<file path="src/hdl/sound_pkg.sv">
// shared types, register map and ADPCM tables for the sound block; import where needed
package sound_pkg;

    localparam int NUM_VOICES = 2;                 // ADPCM voices sharing the ROM
    localparam int VOICE_W    = $clog2(NUM_VOICES); // width of a voice index

    typedef logic [18:0]        rom_addr_t;   // bit 18 is the bank bit
    typedef logic [17:0]        voice_addr_t; // byte address inside one bank
    typedef logic signed [11:0] pcm_t;        // decoded voice sample
    typedef logic signed [15:0] mix_t;        // mixer output
    typedef logic [7:0]         gain_t;       // unsigned 4.4 fixed point
    typedef logic [5:0]         step_idx_t;   // 0..48
    typedef logic [3:0]         reg_addr_t;   // CPU register address

    // CPU register map, multi-byte addresses go low byte first
    localparam reg_addr_t REG_CTRL     = 4'd0;  // bits 1:0 play, bits 5:4 stop
    localparam reg_addr_t REG_BANK     = 4'd1;  // bit 0 only
    localparam reg_addr_t REG_V0_START = 4'd2;  // 2..4
    localparam reg_addr_t REG_V0_END   = 4'd5;  // 5..7
    localparam reg_addr_t REG_V1_START = 4'd8;  // 8..10
    localparam reg_addr_t REG_V1_END   = 4'd11; // 11..13
    localparam reg_addr_t REG_GAIN0    = 4'd14;
    localparam reg_addr_t REG_GAIN1    = 4'd15;

    localparam int STEP_MAX = 48; // highest step index

    // standard 4-bit ADPCM step sizes
    localparam logic [10:0] STEP_TABLE [0:48] = '{
        11'd16,   11'd17,   11'd19,   11'd21,   11'd23,
        11'd25,   11'd28,   11'd31,   11'd34,   11'd37,
        11'd41,   11'd45,   11'd50,   11'd55,   11'd60,
        11'd66,   11'd73,   11'd80,   11'd88,   11'd97,
        11'd107,  11'd118,  11'd130,  11'd143,  11'd157,
        11'd173,  11'd190,  11'd209,  11'd230,  11'd253,
        11'd279,  11'd307,  11'd337,  11'd371,  11'd408,
        11'd449,  11'd494,  11'd544,  11'd598,  11'd658,
        11'd724,  11'd796,  11'd876,  11'd963,  11'd1060,
        11'd1166, 11'd1282, 11'd1411, 11'd1552
    };

    // step index change per magnitude code, nibble bits 2:0
    localparam logic signed [4:0] INDEX_ADJ [0:7] = '{
        -5'sd1, -5'sd1, -5'sd1, -5'sd1,
        5'sd2,  5'sd4,  5'sd6,  5'sd8
    };

    // gain value that passes a voice through unchanged
    localparam gain_t GAIN_UNITY = 8'h10;

endpackage

</file>
<file path="src/hdl/pcm_rom_if.sv">
// one request channel onto the sample ROM, voice side and arbiter side
interface pcm_rom_if;
    import sound_pkg::*;

    logic       req;  // held until ok
    rom_addr_t  addr; // stable while req is high
    logic [7:0] data; // valid with ok
    logic       ok;   // one-cycle completion

    // requester end
    modport voice (
        output req,
        output addr,
        input  data,
        input  ok
    );

    // arbiter end
    modport arbiter (
        input  req,
        input  addr,
        output data,
        output ok
    );

endinterface

</file>
<file path="src/hdl/adpcm_decoder.sv">
// ADPCM nibble decoder with predictor and step index, one step per step_en
module adpcm_decoder (
    input  logic            CLK,
    input  logic            reset,
    input  logic            clear,   // back to predictor 0, index 0
    input  logic            step_en, // decode nibble this cycle
    input  logic [3:0]      nibble,
    output sound_pkg::pcm_t pcm      // predictor, updates a cycle after step_en
);
    import sound_pkg::*;

    step_idx_t         idx;
    logic [10:0]       step;
    logic [11:0]       diff;     // up to 1552 * 1.875
    logic signed [13:0] delta;
    logic signed [13:0] sum;
    logic signed [7:0] idx_sum;
    pcm_t              pred_next;
    step_idx_t         idx_next;

    always_comb begin
        step = STEP_TABLE[idx];
        diff = 12'(step >> 3);                       // base term, step/8
        if (nibble[2]) diff = diff + 12'(step);
        if (nibble[1]) diff = diff + 12'(step >> 1);
        if (nibble[0]) diff = diff + 12'(step >> 2);
        delta = nibble[3] ? -$signed({2'b00, diff}) : $signed({2'b00, diff}); // sign bit
        sum = $signed({{2{pcm[11]}}, pcm}) + delta;
        // clamp to 12-bit range
        if (sum > 14'sd2047)
            pred_next = 12'sd2047;
        else if (sum < -14'sd2048)
            pred_next = -12'sd2048;
        else
            pred_next = sum[11:0];
        idx_sum = $signed({2'b00, idx}) + INDEX_ADJ[nibble[2:0]];
        if (idx_sum < 8'sd0)
            idx_next = '0;
        else if (idx_sum > 8'(STEP_MAX))
            idx_next = step_idx_t'(STEP_MAX);
        else
            idx_next = idx_sum[5:0];
    end

    always_ff @(posedge CLK) begin
        if (reset || clear) begin    // clear wins over a step
            pcm <= '0;
            idx <= '0;
        end else if (step_en) begin
            pcm <= pred_next;
            idx <= idx_next;
        end
    end

endmodule

</file>
<file path="src/hdl/adpcm_voice.sv">
// one ADPCM voice that fetches bytes over its ROM channel and decodes a nibble per sample_cen
module adpcm_voice (
    input  logic                   CLK,
    input  logic                   reset,
    input  logic                   play,       // load start, clear decoder, go busy
    input  logic                   stop,
    input  sound_pkg::voice_addr_t start_addr,
    input  sound_pkg::voice_addr_t end_addr,   // inclusive
    input  logic                   bank,
    input  logic                   sample_cen,
    pcm_rom_if.voice               rom,
    output logic                   busy,
    output sound_pkg::pcm_t        pcm
);
    import sound_pkg::*;

    voice_addr_t cur_addr;   // byte being fetched or decoded
    voice_addr_t end_q;
    logic        bank_q;
    logic [7:0]  byte_q;     // prefetch buffer
    logic        byte_valid;
    logic        phase;      // 0 high nibble next, 1 low nibble next
    logic        drop;       // data of the outstanding fetch is stale
    logic        take;       // decode one nibble now
    logic        dec_clear;
    logic [3:0]  nibble;

    assign rom.addr = {bank_q, cur_addr};
    assign take = sample_cen && busy && byte_valid && !play && !stop; // no byte means stall
    assign nibble = phase ? byte_q[3:0] : byte_q[7:4];
    // idle voice goes to 0 at the next sample after the end byte
    assign dec_clear = play || stop || (sample_cen && !busy);

    always_ff @(posedge CLK) begin
        if (reset) begin
            busy       <= 1'b0;
            rom.req    <= 1'b0;
            drop       <= 1'b0;
            byte_valid <= 1'b0;
            phase      <= 1'b0;
            cur_addr   <= '0;
            end_q      <= '0;
            bank_q     <= 1'b0;
        end else begin
            if (rom.ok) begin                  // fetch completes
                rom.req <= 1'b0;
                drop    <= 1'b0;
                if (!drop)
                    byte_valid <= 1'b1;
            end else if (busy && !byte_valid && !rom.req && !stop) begin
                rom.req <= 1'b1;               // next byte or refetch after a drop
            end

            if (take) begin
                if (phase) begin               // byte used up after its low nibble
                    phase      <= 1'b0;
                    byte_valid <= 1'b0;
                    if (cur_addr == end_q)
                        busy <= 1'b0;
                    else
                        cur_addr <= cur_addr + 18'd1;
                end else begin
                    phase <= 1'b1;
                end
            end

            if (stop) begin
                busy       <= 1'b0;
                byte_valid <= 1'b0;
                drop       <= rom.req && !rom.ok; // let the arbiter finish it
            end

            // play overrides stop in the same write
            if (play) begin
                cur_addr   <= start_addr;
                end_q      <= end_addr;
                bank_q     <= bank;
                phase      <= 1'b0;
                byte_valid <= 1'b0;
                busy       <= 1'b1;
                rom.req    <= 1'b1;                  // first request next cycle
                drop       <= rom.req && !rom.ok;
            end
        end
    end

    // loaded on every completion that is not dropped
    always_ff @(posedge CLK) begin
        if (rom.ok && !drop)
            byte_q <= rom.data;
    end

    adpcm_decoder u_dec (
        .CLK     ( CLK       ),
        .reset   ( reset     ),
        .clear   ( dec_clear ),
        .step_en ( take      ),
        .nibble  ( nibble    ),
        .pcm     ( pcm       )
    );

endmodule

</file>
<file path="src/hdl/pcm_rom_arbiter.sv">
// round-robin arbiter giving the voices turns on the single sample ROM port
module pcm_rom_arbiter (
    input  logic                 CLK,
    input  logic                 reset,
    pcm_rom_if.arbiter           voice [sound_pkg::NUM_VOICES],
    output logic                 rom_req,
    output sound_pkg::rom_addr_t rom_addr,
    input  logic [7:0]           rom_data,
    input  logic                 rom_ok
);
    import sound_pkg::*;

    logic [NUM_VOICES-1:0] req;
    rom_addr_t             addr [NUM_VOICES];
    logic [VOICE_W-1:0]    owner;      // current or last granted voice
    logic [VOICE_W-1:0]    pick;
    logic                  pick_valid;

    // flatten the channel array, route completion only to the owner
    for (genvar v = 0; v < NUM_VOICES; v++) begin : g_ch
        assign req[v]        = voice[v].req;
        assign addr[v]       = voice[v].addr;
        assign voice[v].ok   = rom_ok && rom_req && (owner == v);
        assign voice[v].data = (owner == v) ? rom_data : 8'h00;
    end

    // first requester after the last one served
    always_comb begin
        int cand;
        pick       = owner;
        pick_valid = 1'b0;
        for (int k = NUM_VOICES; k >= 1; k--) begin // smallest offset wins
            cand = int'(owner) + k;
            if (cand >= NUM_VOICES)
                cand = cand - NUM_VOICES;
            if (req[cand]) begin
                pick       = VOICE_W'(cand);
                pick_valid = 1'b1;
            end
        end
    end

    always_ff @(posedge CLK) begin
        if (reset) begin
            rom_req <= 1'b0;
            owner   <= VOICE_W'(NUM_VOICES - 1); // voice 0 goes first
        end else if (rom_req) begin
            if (rom_ok)
                rom_req <= 1'b0;                 // port free next cycle
        end else if (pick_valid) begin
            rom_req <= 1'b1;
            owner   <= pick;
        end
    end

    // address latched at grant, held through the transfer
    always_ff @(posedge CLK) begin
        if (!rom_req && pick_valid)
            rom_addr <= addr[pick];
    end

endmodule

</file>
<file path="src/hdl/sound_regs.sv">
// CPU register file: voice addresses, bank, gains, play and stop pulses, busy readback
module sound_regs (
    input  logic                              CLK,
    input  logic                              reset,
    input  logic                              wr,
    input  sound_pkg::reg_addr_t              reg_addr,
    input  logic [7:0]                        wr_data,
    output logic [7:0]                        rd_data,
    input  logic [sound_pkg::NUM_VOICES-1:0]  busy,
    output logic [sound_pkg::NUM_VOICES-1:0]  play,
    output logic [sound_pkg::NUM_VOICES-1:0]  stop,
    output sound_pkg::voice_addr_t            start_addr [sound_pkg::NUM_VOICES],
    output sound_pkg::voice_addr_t            end_addr [sound_pkg::NUM_VOICES],
    output logic                              bank,
    output sound_pkg::gain_t                  gain [sound_pkg::NUM_VOICES]
);
    import sound_pkg::*;

    logic ctrl_wr;

    assign ctrl_wr = wr && (reg_addr == REG_CTRL);
    assign play    = ctrl_wr ? wr_data[NUM_VOICES-1:0] : '0;     // bits 1:0
    assign stop    = ctrl_wr ? wr_data[4 +: NUM_VOICES] : '0;    // bits 5:4
    assign rd_data = {{(8 - NUM_VOICES){1'b0}}, busy};           // status, no wait state

    always_ff @(posedge CLK) begin
        if (reset) begin
            bank <= 1'b0;
            for (int v = 0; v < NUM_VOICES; v++) begin
                start_addr[v] <= '0;
                end_addr[v]   <= '0;
                gain[v]       <= GAIN_UNITY;
            end
        end else if (wr) begin
            case (reg_addr)
                REG_BANK:           bank                <= wr_data[0];
                REG_V0_START:       start_addr[0][7:0]   <= wr_data;
                REG_V0_START + 4'd1: start_addr[0][15:8]  <= wr_data;
                REG_V0_START + 4'd2: start_addr[0][17:16] <= wr_data[1:0];
                REG_V0_END:         end_addr[0][7:0]     <= wr_data;
                REG_V0_END + 4'd1:   end_addr[0][15:8]    <= wr_data;
                REG_V0_END + 4'd2:   end_addr[0][17:16]   <= wr_data[1:0];
                REG_V1_START:       start_addr[1][7:0]   <= wr_data;
                REG_V1_START + 4'd1: start_addr[1][15:8]  <= wr_data;
                REG_V1_START + 4'd2: start_addr[1][17:16] <= wr_data[1:0];
                REG_V1_END:         end_addr[1][7:0]     <= wr_data;
                REG_V1_END + 4'd1:   end_addr[1][15:8]    <= wr_data;
                REG_V1_END + 4'd2:   end_addr[1][17:16]   <= wr_data[1:0];
                REG_GAIN0:          gain[0]             <= wr_data;
                REG_GAIN1:          gain[1]             <= wr_data;
                default: ;                               // REG_CTRL only pulses
            endcase
        end
    end

endmodule

</file>
<file path="src/hdl/sound_mixer.sv">
// voice mixer: 4.4 gain per voice, sum, saturate to 16 bits, peak flag and sample strobe
module sound_mixer (
    input  logic             CLK,
    input  logic             reset,
    input  logic             sample_cen,
    input  sound_pkg::pcm_t  pcm [sound_pkg::NUM_VOICES],
    input  sound_pkg::gain_t gain [sound_pkg::NUM_VOICES],
    output sound_pkg::mix_t  mix,
    output logic             sample,   // marks a new mix value
    output logic             peak      // saturation on this sample
);
    import sound_pkg::*;

    logic               cen_d;         // voices settle one cycle after sample_cen
    logic signed [20:0] prod [NUM_VOICES];
    logic signed [21:0] acc;
    logic signed [17:0] scaled;
    logic               sat_hi;
    logic               sat_lo;
    mix_t               mix_next;

    always_comb begin
        acc = '0;
        for (int v = 0; v < NUM_VOICES; v++) begin
            prod[v] = pcm[v] * $signed({1'b0, gain[v]}); // gain kept positive
            acc     = acc + prod[v];
        end
        scaled = acc[21:4];                              // drop 4 fraction bits, >>> 4
        sat_hi = scaled > 18'sd32767;
        sat_lo = scaled < -18'sd32768;
        if (sat_hi)
            mix_next = 16'sh7fff;
        else if (sat_lo)
            mix_next = 16'sh8000;
        else
            mix_next = scaled[15:0];
    end

    always_ff @(posedge CLK) begin
        if (reset) begin
            cen_d  <= 1'b0;
            sample <= 1'b0;
            mix    <= '0;
            peak   <= 1'b0;
        end else begin
            cen_d  <= sample_cen;
            sample <= cen_d;               // two cycles after sample_cen
            if (cen_d) begin               // mix and peak land with sample
                mix  <= mix_next;
                peak <= sat_hi || sat_lo;
            end
        end
    end

endmodule

</file>
<file path="src/hdl/sound_top.sv">
// sound block top: CPU registers, two ADPCM voices, ROM arbiter and mixer on plain ports
module sound_top (
    input  logic                 CLK,
    input  logic                 reset,
    input  logic                 wr,
    input  sound_pkg::reg_addr_t reg_addr,
    input  logic [7:0]           wr_data,
    output logic [7:0]           rd_data,
    input  logic                 sample_cen,
    output logic                 rom_req,
    output sound_pkg::rom_addr_t rom_addr,
    input  logic [7:0]           rom_data,
    input  logic                 rom_ok,
    output sound_pkg::mix_t      mix,
    output logic                 sample,
    output logic                 peak
);
    import sound_pkg::*;

    logic [NUM_VOICES-1:0] busy;
    logic [NUM_VOICES-1:0] play;
    logic [NUM_VOICES-1:0] stop;
    voice_addr_t           start_addr [NUM_VOICES];
    voice_addr_t           end_addr [NUM_VOICES];
    logic                  bank;
    gain_t                 gain [NUM_VOICES];
    pcm_t                  pcm [NUM_VOICES];

    pcm_rom_if rom_ch [NUM_VOICES] ();    // one channel per voice

    sound_regs u_regs (
        .CLK        ( CLK        ),
        .reset      ( reset      ),
        .wr         ( wr         ),
        .reg_addr   ( reg_addr   ),
        .wr_data    ( wr_data    ),
        .rd_data    ( rd_data    ),
        .busy       ( busy       ),
        .play       ( play       ),
        .stop       ( stop       ),
        .start_addr ( start_addr ),
        .end_addr   ( end_addr   ),
        .bank       ( bank       ),
        .gain       ( gain       )
    );

    for (genvar v = 0; v < NUM_VOICES; v++) begin : g_voice
        adpcm_voice u_voice (
            .CLK        ( CLK           ),
            .reset      ( reset         ),
            .play       ( play[v]       ),
            .stop       ( stop[v]       ),
            .start_addr ( start_addr[v] ),
            .end_addr   ( end_addr[v]   ),
            .bank       ( bank          ),
            .sample_cen ( sample_cen    ),
            .rom        ( rom_ch[v]     ),
            .busy       ( busy[v]       ),
            .pcm        ( pcm[v]        )
        );
    end

    pcm_rom_arbiter u_arb (
        .CLK      ( CLK      ),
        .reset    ( reset    ),
        .voice    ( rom_ch   ),
        .rom_req  ( rom_req  ),
        .rom_addr ( rom_addr ),
        .rom_data ( rom_data ),
        .rom_ok   ( rom_ok   )
    );

    sound_mixer u_mix (
        .CLK        ( CLK        ),
        .reset      ( reset      ),
        .sample_cen ( sample_cen ),
        .pcm        ( pcm        ),
        .gain       ( gain       ),
        .mix        ( mix        ),
        .sample     ( sample     ),
        .peak       ( peak       )
    );

endmodule

</file>
<file path="config.mk">
export PLATFORM = sky130hd
export DESIGN_NAME = sound_top
export DESIGN_NICKNAME = d
export VERILOG_FILES = /design/src/hdl/sound_pkg.sv /design/src/hdl/pcm_rom_if.sv /design/src/hdl/adpcm_decoder.sv /design/src/hdl/adpcm_voice.sv /design/src/hdl/pcm_rom_arbiter.sv /design/src/hdl/sound_regs.sv /design/src/hdl/sound_mixer.sv /design/src/hdl/sound_top.sv
export SDC_FILE = /design/constraint.sdc
export NUM_CORES = 1
export LEC_CHECK = 0
export BUFFER_PORTS_ARGS = -buffer_cell sky130_fd_sc_hd__buf_2
export CAP_MARGIN = 30
export CORE_MARGIN = 2
export CORE_UTILIZATION = 60
export CTS_CLUSTER_SIZE = 28
export DETAILED_ROUTE_END_ITERATION = 10
export HOLD_SLACK_MARGIN = 0.03
export PLACE_DENSITY = 0.73
export SETUP_SLACK_MARGIN = 0.5
export SYNTH_ARGS = -nofsm -noshare
export SYNTH_HDL_FRONTEND = slang
export SYNTH_SLANG_ARGS = --single-unit
export TNS_END_PERCENT = 20
</file>
<file path="constraint.sdc">
create_clock -name CLK -period 16.28 [get_ports CLK]
set_input_delay 1.628 -clock CLK [delete_from_list [all_inputs] [get_ports CLK]]
set_output_delay 1.628 -clock CLK [all_outputs]
set_load 0.02 [all_outputs]
</file>
Word-level counts from Yosys, hierarchy flattened. Memory sizes are Yosys's and may differ from the RTL's. Index checks and enable logic that the tools add are counted.

Register bits after elaboration: 265. ROM bits: 1488. Input bits: 25. Output and inout port bits: 46. Word-level logic and storage cells: 288. Memories: 4.

Memories: (name not given) (words 64, bits a word 11, rd ports 1, clocked after Yosys merged registers in 0, write ports 0, RTL line adpcm_decoder.sv:22) `step = STEP_TABLE[idx];`; (name not given) (words 64, bits a word 11, rd ports 1, clocked after Yosys merged registers in 0, write ports 0, RTL line adpcm_decoder.sv:22); (name not given) (words 8, bits a word 5, rd ports 1, clocked after Yosys merged registers in 0, write ports 0, RTL line adpcm_decoder.sv:36) `idx_sum = $signed({2'b00, idx}) + INDEX_ADJ[nibble[2:0]];`; (name not given) (words 8, bits a word 5, rd ports 1, clocked after Yosys merged registers in 0, write ports 0, RTL line adpcm_decoder.sv:36).

$add $sub $neg: 19. Multipliers: 2. Magnitude comparators: 19. Equality and inequality tests: 19. Multiplexer cells: 88. Bitwise logic cells: 7. Reduce and logical (&&, ||, !) cells: 86.

Operators with widths (count): 18-bit 2-to-1 mux (8); 12-bit 2-to-1 mux (10); 32-bit by 3-bit greater-or-equal comparator with 1-bit output, second input constant (2); 32-bit by 3-bit less-than comparator with 1-bit output, second input constant (2); 32-bit 2-to-1 mux (2); 32-bit by 3-bit subtractor with 32-bit output, second input constant (2); 19-bit 2-to-1 mux (3); 1-bit 2-to-1 mux (45); 11-bit 2-to-1 mux (4); 12-bit by 9-bit multiplier with 21-bit output (2); 18-bit by 1-bit adder with 18-bit output, second input constant (2); 18-bit equality test (2); 4-bit equality test, second input constant (8); 16-bit 2-to-1 mux (2); 2-bit AND reduction (16); 3-bit nonzero test (10); 12-bit by 14-bit adder with 14-bit output (2); 14-bit by 12-bit > comparator with 1-bit output, second input constant (2); 14-bit by 12-bit less-than comparator with 1-bit output, second input constant (2); 14-bit 2-to-1 mux (2); 12-bit negator with 14-bit output (2); 1-bit logical AND (25); 12-bit by 10-bit adder with 12-bit output (2); 12-bit by 9-bit adder with 12-bit output (2); other kinds (31) (81).

Logic depth before layout (Yosys ltp).
Depth after elaboration: 16. Gate-level depth with buffers: 49. Mapped depth without buffers: 46.

By module. A second synthesis with hierarchy kept.

Cell total of the unflattened synthesis: 3153. Area total of the unflattened synthesis: 27482.6 µm².

Modules (own cells, without submodules): sound_mixer (times used 1, cells an instance 915, area an instance 8261.7 µm², seq. area each 380.4 µm²); adpcm_voice (times used 2, cells an instance 258, area an instance 2504.9 µm², seq. area each 1081.0 µm²); adpcm_decoder at g_voice[0].u_voice.u_dec (times used 1, cells an instance 676, area an instance 4794.6 µm², seq. area each 360.3 µm²); adpcm_decoder at g_voice[1].u_voice.u_dec (times used 1, cells an instance 638, area an instance 4657.0 µm², seq. area each 360.3 µm²); sound_regs (times used 1, cells an instance 338, area an instance 3702.3 µm², seq. area each 1781.7 µm²); pcm_rom_arbiter (times used 1, cells an instance 70, area an instance 1057.3 µm², seq. area each 610.6 µm²).

Least setup slack after synthesis. OpenSTA, ideal clock, no wires.

Path kind: register to register. Start point: register g_voice[1].u_voice.u_dec.idx[1]. End point: register g_voice[1].u_voice.u_dec.pcm[0]. Setup time: 0.079 ns. Arrival time: 9.525 ns. Data required time: 16.201 ns. Setup slack: 6.676 ns. Stages on the path, launching flop included: 47. Path buffers: 2. Period minus slack after synthesis: 9.604 ns. Path through: dfxtp_1 clkbuf_1 inv_1 ha_1 or3b_1 a31oi_1 and2_1 nor2_4 inv_1 ha_1 fa_1 nand2_1 or4_1 mux2i_1 o31ai_1 mux2i_1 or2_2 ha_1 [... 11 more ...] nand2_1 o21ai_0 nor2b_1 and3_1 o221ai_1 a311oi_1 ha_1 and2_1 a22o_1 a311o_1 a21oi_1 xnor2_1 and2_1 nor4_1 a221oi_2 buf_2 a21oi_1 a211oi_2.

Word-level cells in the longest chain between the ends: 16. Elaborated cells between the ends (all ways): 17. Those cells by class: add/sub (5); order compare (2); mux (8); bitwise (1); memory (1).

Ends and longest elaborated chain: start, declared (RTL line adpcm_decoder.sv:12) `step_idx_t idx;`; start signal, assigned (RTL line adpcm_decoder.sv:51) `idx <= idx_next;`; 6-bit inverter with 7-bit output (not written as such) (*) (RTL line adpcm_decoder.sv:22); memory read 64 x 11 bit (*); 11-bit 2-to-1 mux (not written as such) (*) (2 in series) (RTL line adpcm_decoder.sv:22); 8-bit by 11-bit adder with 12-bit output (RTL line adpcm_decoder.sv:24) `if (nibble[2]) diff = diff + 12'(step);`; 12-bit 2-to-1 mux (RTL line adpcm_decoder.sv:24); 12-bit by 10-bit adder with 12-bit output (RTL line adpcm_decoder.sv:25) `if (nibble[1]) diff = diff + 12'(step >> 1);`; 12-bit 2-to-1 mux (RTL line adpcm_decoder.sv:25); 12-bit by 9-bit adder with 12-bit output (RTL line adpcm_decoder.sv:26) `if (nibble[0]) diff = diff + 12'(step >> 2);`; 12-bit 2-to-1 mux (*) (RTL line adpcm_decoder.sv:26); 12-bit negator with 14-bit output (RTL line adpcm_decoder.sv:27) `delta = nibble[3] ? -$signed({2'b00, diff}) : $signed({2'b00, diff});`; 14-bit 2-to-1 mux (*) (RTL line adpcm_decoder.sv:27); 12-bit by 14-bit adder with 14-bit output (*) (RTL line adpcm_decoder.sv:28) `sum = $signed({{2{pcm[11]}}, pcm}) + delta;`; 14-bit by 12-bit less-than comparator with 1-bit output (RTL line adpcm_decoder.sv:32) `else if (sum < -14'sd2048)`; 12-bit 2-to-1 mux (RTL line adpcm_decoder.sv:32); 12-bit 2-to-1 mux (*) (RTL line adpcm_decoder.sv:30) `if (sum > 14'sd2047)`; end signal, assigned (RTL line adpcm_decoder.sv:50) `pcm <= pred_next;`; end, declared (RTL line adpcm_decoder.sv:8) `output sound_pkg::pcm_t pcm`.

Mark *: on every way between the ends. The rest lies on a longest branch, timed or not. The select of a mux whose other input is x is not followed. A chain may end at the register's enable or synchronous reset.

Worst setup path after layout.
Start point: register g_voice[1].u_voice.u_dec.idx[1]. End point: register g_voice[1].u_voice.u_dec.pcm[1].

The elaborated chain is that of the path after synthesis.

==> out/results.tsv <==
metric	value	unit
H-tree depth	1	
Hold Startpoint	u_regs.end_addr[21]	
placed cell count	3645	
Final HPWL DP	52.6	mm
Hold-fix buffers, CTS	0	
Reg clk slew, reported paths	0.08	ns
core area	43100	um^2
yosys warns	0	
number of I/O port buffers	64	
gr usage total	31.0	%
initial antenna violation count	0	
min Tclk post-route	11.67	ns
dominant cell type by area after synthesis	dfxtp_1	
via count	22267	
part of the power in combinational logic	5.3	%
DRC	0	
non-filler cells, final	3698	
post-synthesis compound-gate area fraction	16.5	%
Die Wd	213	um
# nets final	3508	
Congestion Overflow GR	0	
WP data arrival	12.16	ns
Synth Area in Adders	24.5	%
GR met3 Demand/Resource	2.74	%
startpoint types	flop	
Critical Path End Type	flop	
root buf cell	clkbuf_16	
largest net degree at the start of global routing	101	
critical setup path kind	reg2reg	
crit path from	g_voice[1].u_voice.u_dec.idx[1]	
row count	76	
Pre-antenna DRT Iters	6	
final hold slack	0.413	ns
post-route ant nets	0	
drt total wl	69.4	mm
Max Fclk	85.7	MHz
Post-synth EDFFs	35	
Final setup viols	0	
first-pass GRT wire length	113	mm
total leakage power	11.8	nW
Die Ht	213	um
antenna cell count	0	
Netlist cell types	105	
met2 Use GR	53.3	%
Mapped Area	26200	um^2
crit-path max cell delay	0.76	ns
clock buffer count from CTS	28	
Max VDD drop	0.0000983	V
Worst Max-Slew Pin Slew	1.05	ns
most frequent cells in the layout	inv_1 (304), nand2_1 (301), nor2_1 (277)	
Simple-Gate Fraction of Synth Area	19.6	%
met1 Resource Use GR	40.8	%
worst skew pair latency	0.60	ns
Yosys top cell area share	17.5	%
sequential area share after synthesis	21.6	%
Tightest Hold Check Type	reg2reg	
main combinational cell family by area after synthesis	adder cells	
Cells after Synth	3128	
GP Congestion	0.913	
Sequential Power Share	48.3	%
pwr dens	50.4	nW/um^2
clk_skew	0.0575	ns
Synth Register Bits	265	
Final Instance Area	27900	um^2
layout cells sized above 1	7.10	%
cts repair resizes	0	
Syn Area/Cell	8.39	um^2
Max Root-Sink Buffers	3	
Synth Area in XOR/XNOR	5.24	%
required time worst endpoint	16.77	ns
dpl cell area	26900	um^2
drt initial violations	1589	
critical path fanouts, max	19	
I/O pins	71	
Clock power frac	46.4	%
sw frac	24.0	%
wire per inst	18.8	um
PnR Total Power	1.40	mW
commonest non-fill, non-tap cell in the layout	inv_1	
die area	45400	um^2
Crit-path slowest cell	dfxtp_1	
Setup Buffers After CTS	0	
switching power	0.338	mW
Sink Count	265	
Most used DFF post-synth	dfxtp_1	
Max-Cap Viols	0	
reg-to-reg startpoint	g_voice[1].u_voice.u_dec.idx[1]	
Initial Utilization	60.9	%
mux contribution to synthesized area	5.65	%
vias in the first global route	22208	
P&R area growth vs syn	6.23	%
Slew Viols, Final	0	
TritonCTS clock tree	done	
vias per cell	6.02	
Final period util	71.7	%
status	complete, no violations	
Slew headroom	27.7	%
RSZ-0062 raised after global routing	no	
ys async rst share	0	%
final hold violations	0	
Most Crowded Layer GR	met2	
top cells by area, synth	dfxtp_1 (18%), fa_1 (15%), ha_1 (9.1%)	
internal power	1.07	mW
setup TNS	0	ns
[state kept, by name, indices dropped and copies added, names as in the netlist, 12 cells and up]
register / flops
u_regs.start_addr: 36
g_voice.u_voice.end_q: 36
g_voice.u_voice.cur_addr: 36
u_mix.mix: 16
u_regs.gain: 16
u_regs.end_addr: 36
g_voice.u_voice.u_dec.idx: 12
g_voice.u_voice.u_dec.pcm: 24
u_arb.rom_addr: 19
g_voice.u_voice.byte_q: 16
[final cells by class]
type	count	area [um^2]
multi-input combinational	2398	18800
sequential	265	5660
fill	3617	15200
clock inverter	13	148
tap	585	732
inverter	310	1160
clock buffer	38	790
timing repair buffer	89	596
[cell usage after synthesis (9+ instances only)]
master,n
a2111oi_0,11
a211oi_1,52
a21o_1,34
a21oi_1,175
a21oi_2,9
a221oi_1,17
a22oi_1,12
a311oi_1,11
a31oi_1,16
and2_1,136
and3_1,34
buf_1,10
buf_4,11
clkbuf_1,130
dfxtp_1,230
edfxtp_1,35
fa_1,201
ha_1,190
inv_1,304
mux2_2,29
mux2i_1,102
nand2_1,301
nand2b_1,30
nand3_1,55
nand3b_1,13
nand4_1,22
nor2_1,278
nor2b_1,37
nor3_1,54
nor3b_1,19
nor4_1,15
o211ai_1,24
o21a_1,17
o21ai_0,139
o21bai_1,10
o221ai_1,9
o31ai_1,17
or2_2,10
or3_1,26
xnor2_1,119
xor2_1,36
[worst max-delay path: cells and delay by family, from the launching register on]
family | cells | cell delay, ns
DFF | 1 | 0.76
AOI/OAI and AO/OA | 21 | 4.95
buffers and inverters | 1 | 0.32
and+or+nand+nor | 13 | 2.62
adders and majority gates | 5 | 2.10
xor gates and xnor gates | 3 | 0.48
muxes | 1 | 0.34
[kinds of logic (layout without fill, tap and decap cells)]
logic type / count (synthesis) / after routing
buf+inv: 470 / 450
simple gates: 1057 / 1057
fa+ha+maj: 394 / 394
compound gates: 648 / 648
xor+xnor: 156 / 156
flops: 265 / 265
mux: 137 / 137
other cells: 1 / 6
[through the flow]
stage          utilization, %  worst slack, ns
2_1_floorplan               -             6.68
3_3_place_gp             62.2             5.27
3_5_place_dp             62.4             4.90
4_1_cts                  64.6             4.84
5_1_grt                  64.7             3.61
6_report                 64.7             4.61
[layer usage]
| metal | share of wire (%) | up-vias |
|---|---|---|
| li1 | - | 10626 |
| met1 | 43 | 10819 |
| met2 | 48 | 678 |
| met3 | 5.1 | 144 |
| met4 | 3.4 | 0 |
| met5 | 0 | - |
[power groups by stage]
stage | Combinational [mW] | Clock, mW | Sequential, mW
floorplan | 0.0462 | 0 | 0.693
detailed placement | 0.0737 | 0 | 0.692
CTS | 0.0741 | 0.659 | 0.678
finish | 0.0748 | 0.651 | 0.678
global route | 0.0803 | 0.682 | 0.679
global placement | 0.0718 | 0 | 0.691
[worst paths after layout]
path | depth (start not counted) | slack, ns | end
worst max-delay path | 44 | 4.61 | g_voice[1].u_voice.u_dec.pcm[1]
worst min-delay path | 2 | 0.41 | g_voice[0].u_voice.end_q[3]
worst max register to register | 44 | 4.61 | g_voice[1].u_voice.u_dec.pcm[1]
worst min register to register | 2 | 0.41 | g_voice[0].u_voice.end_q[3]
(Power assumes the default switching activity.)
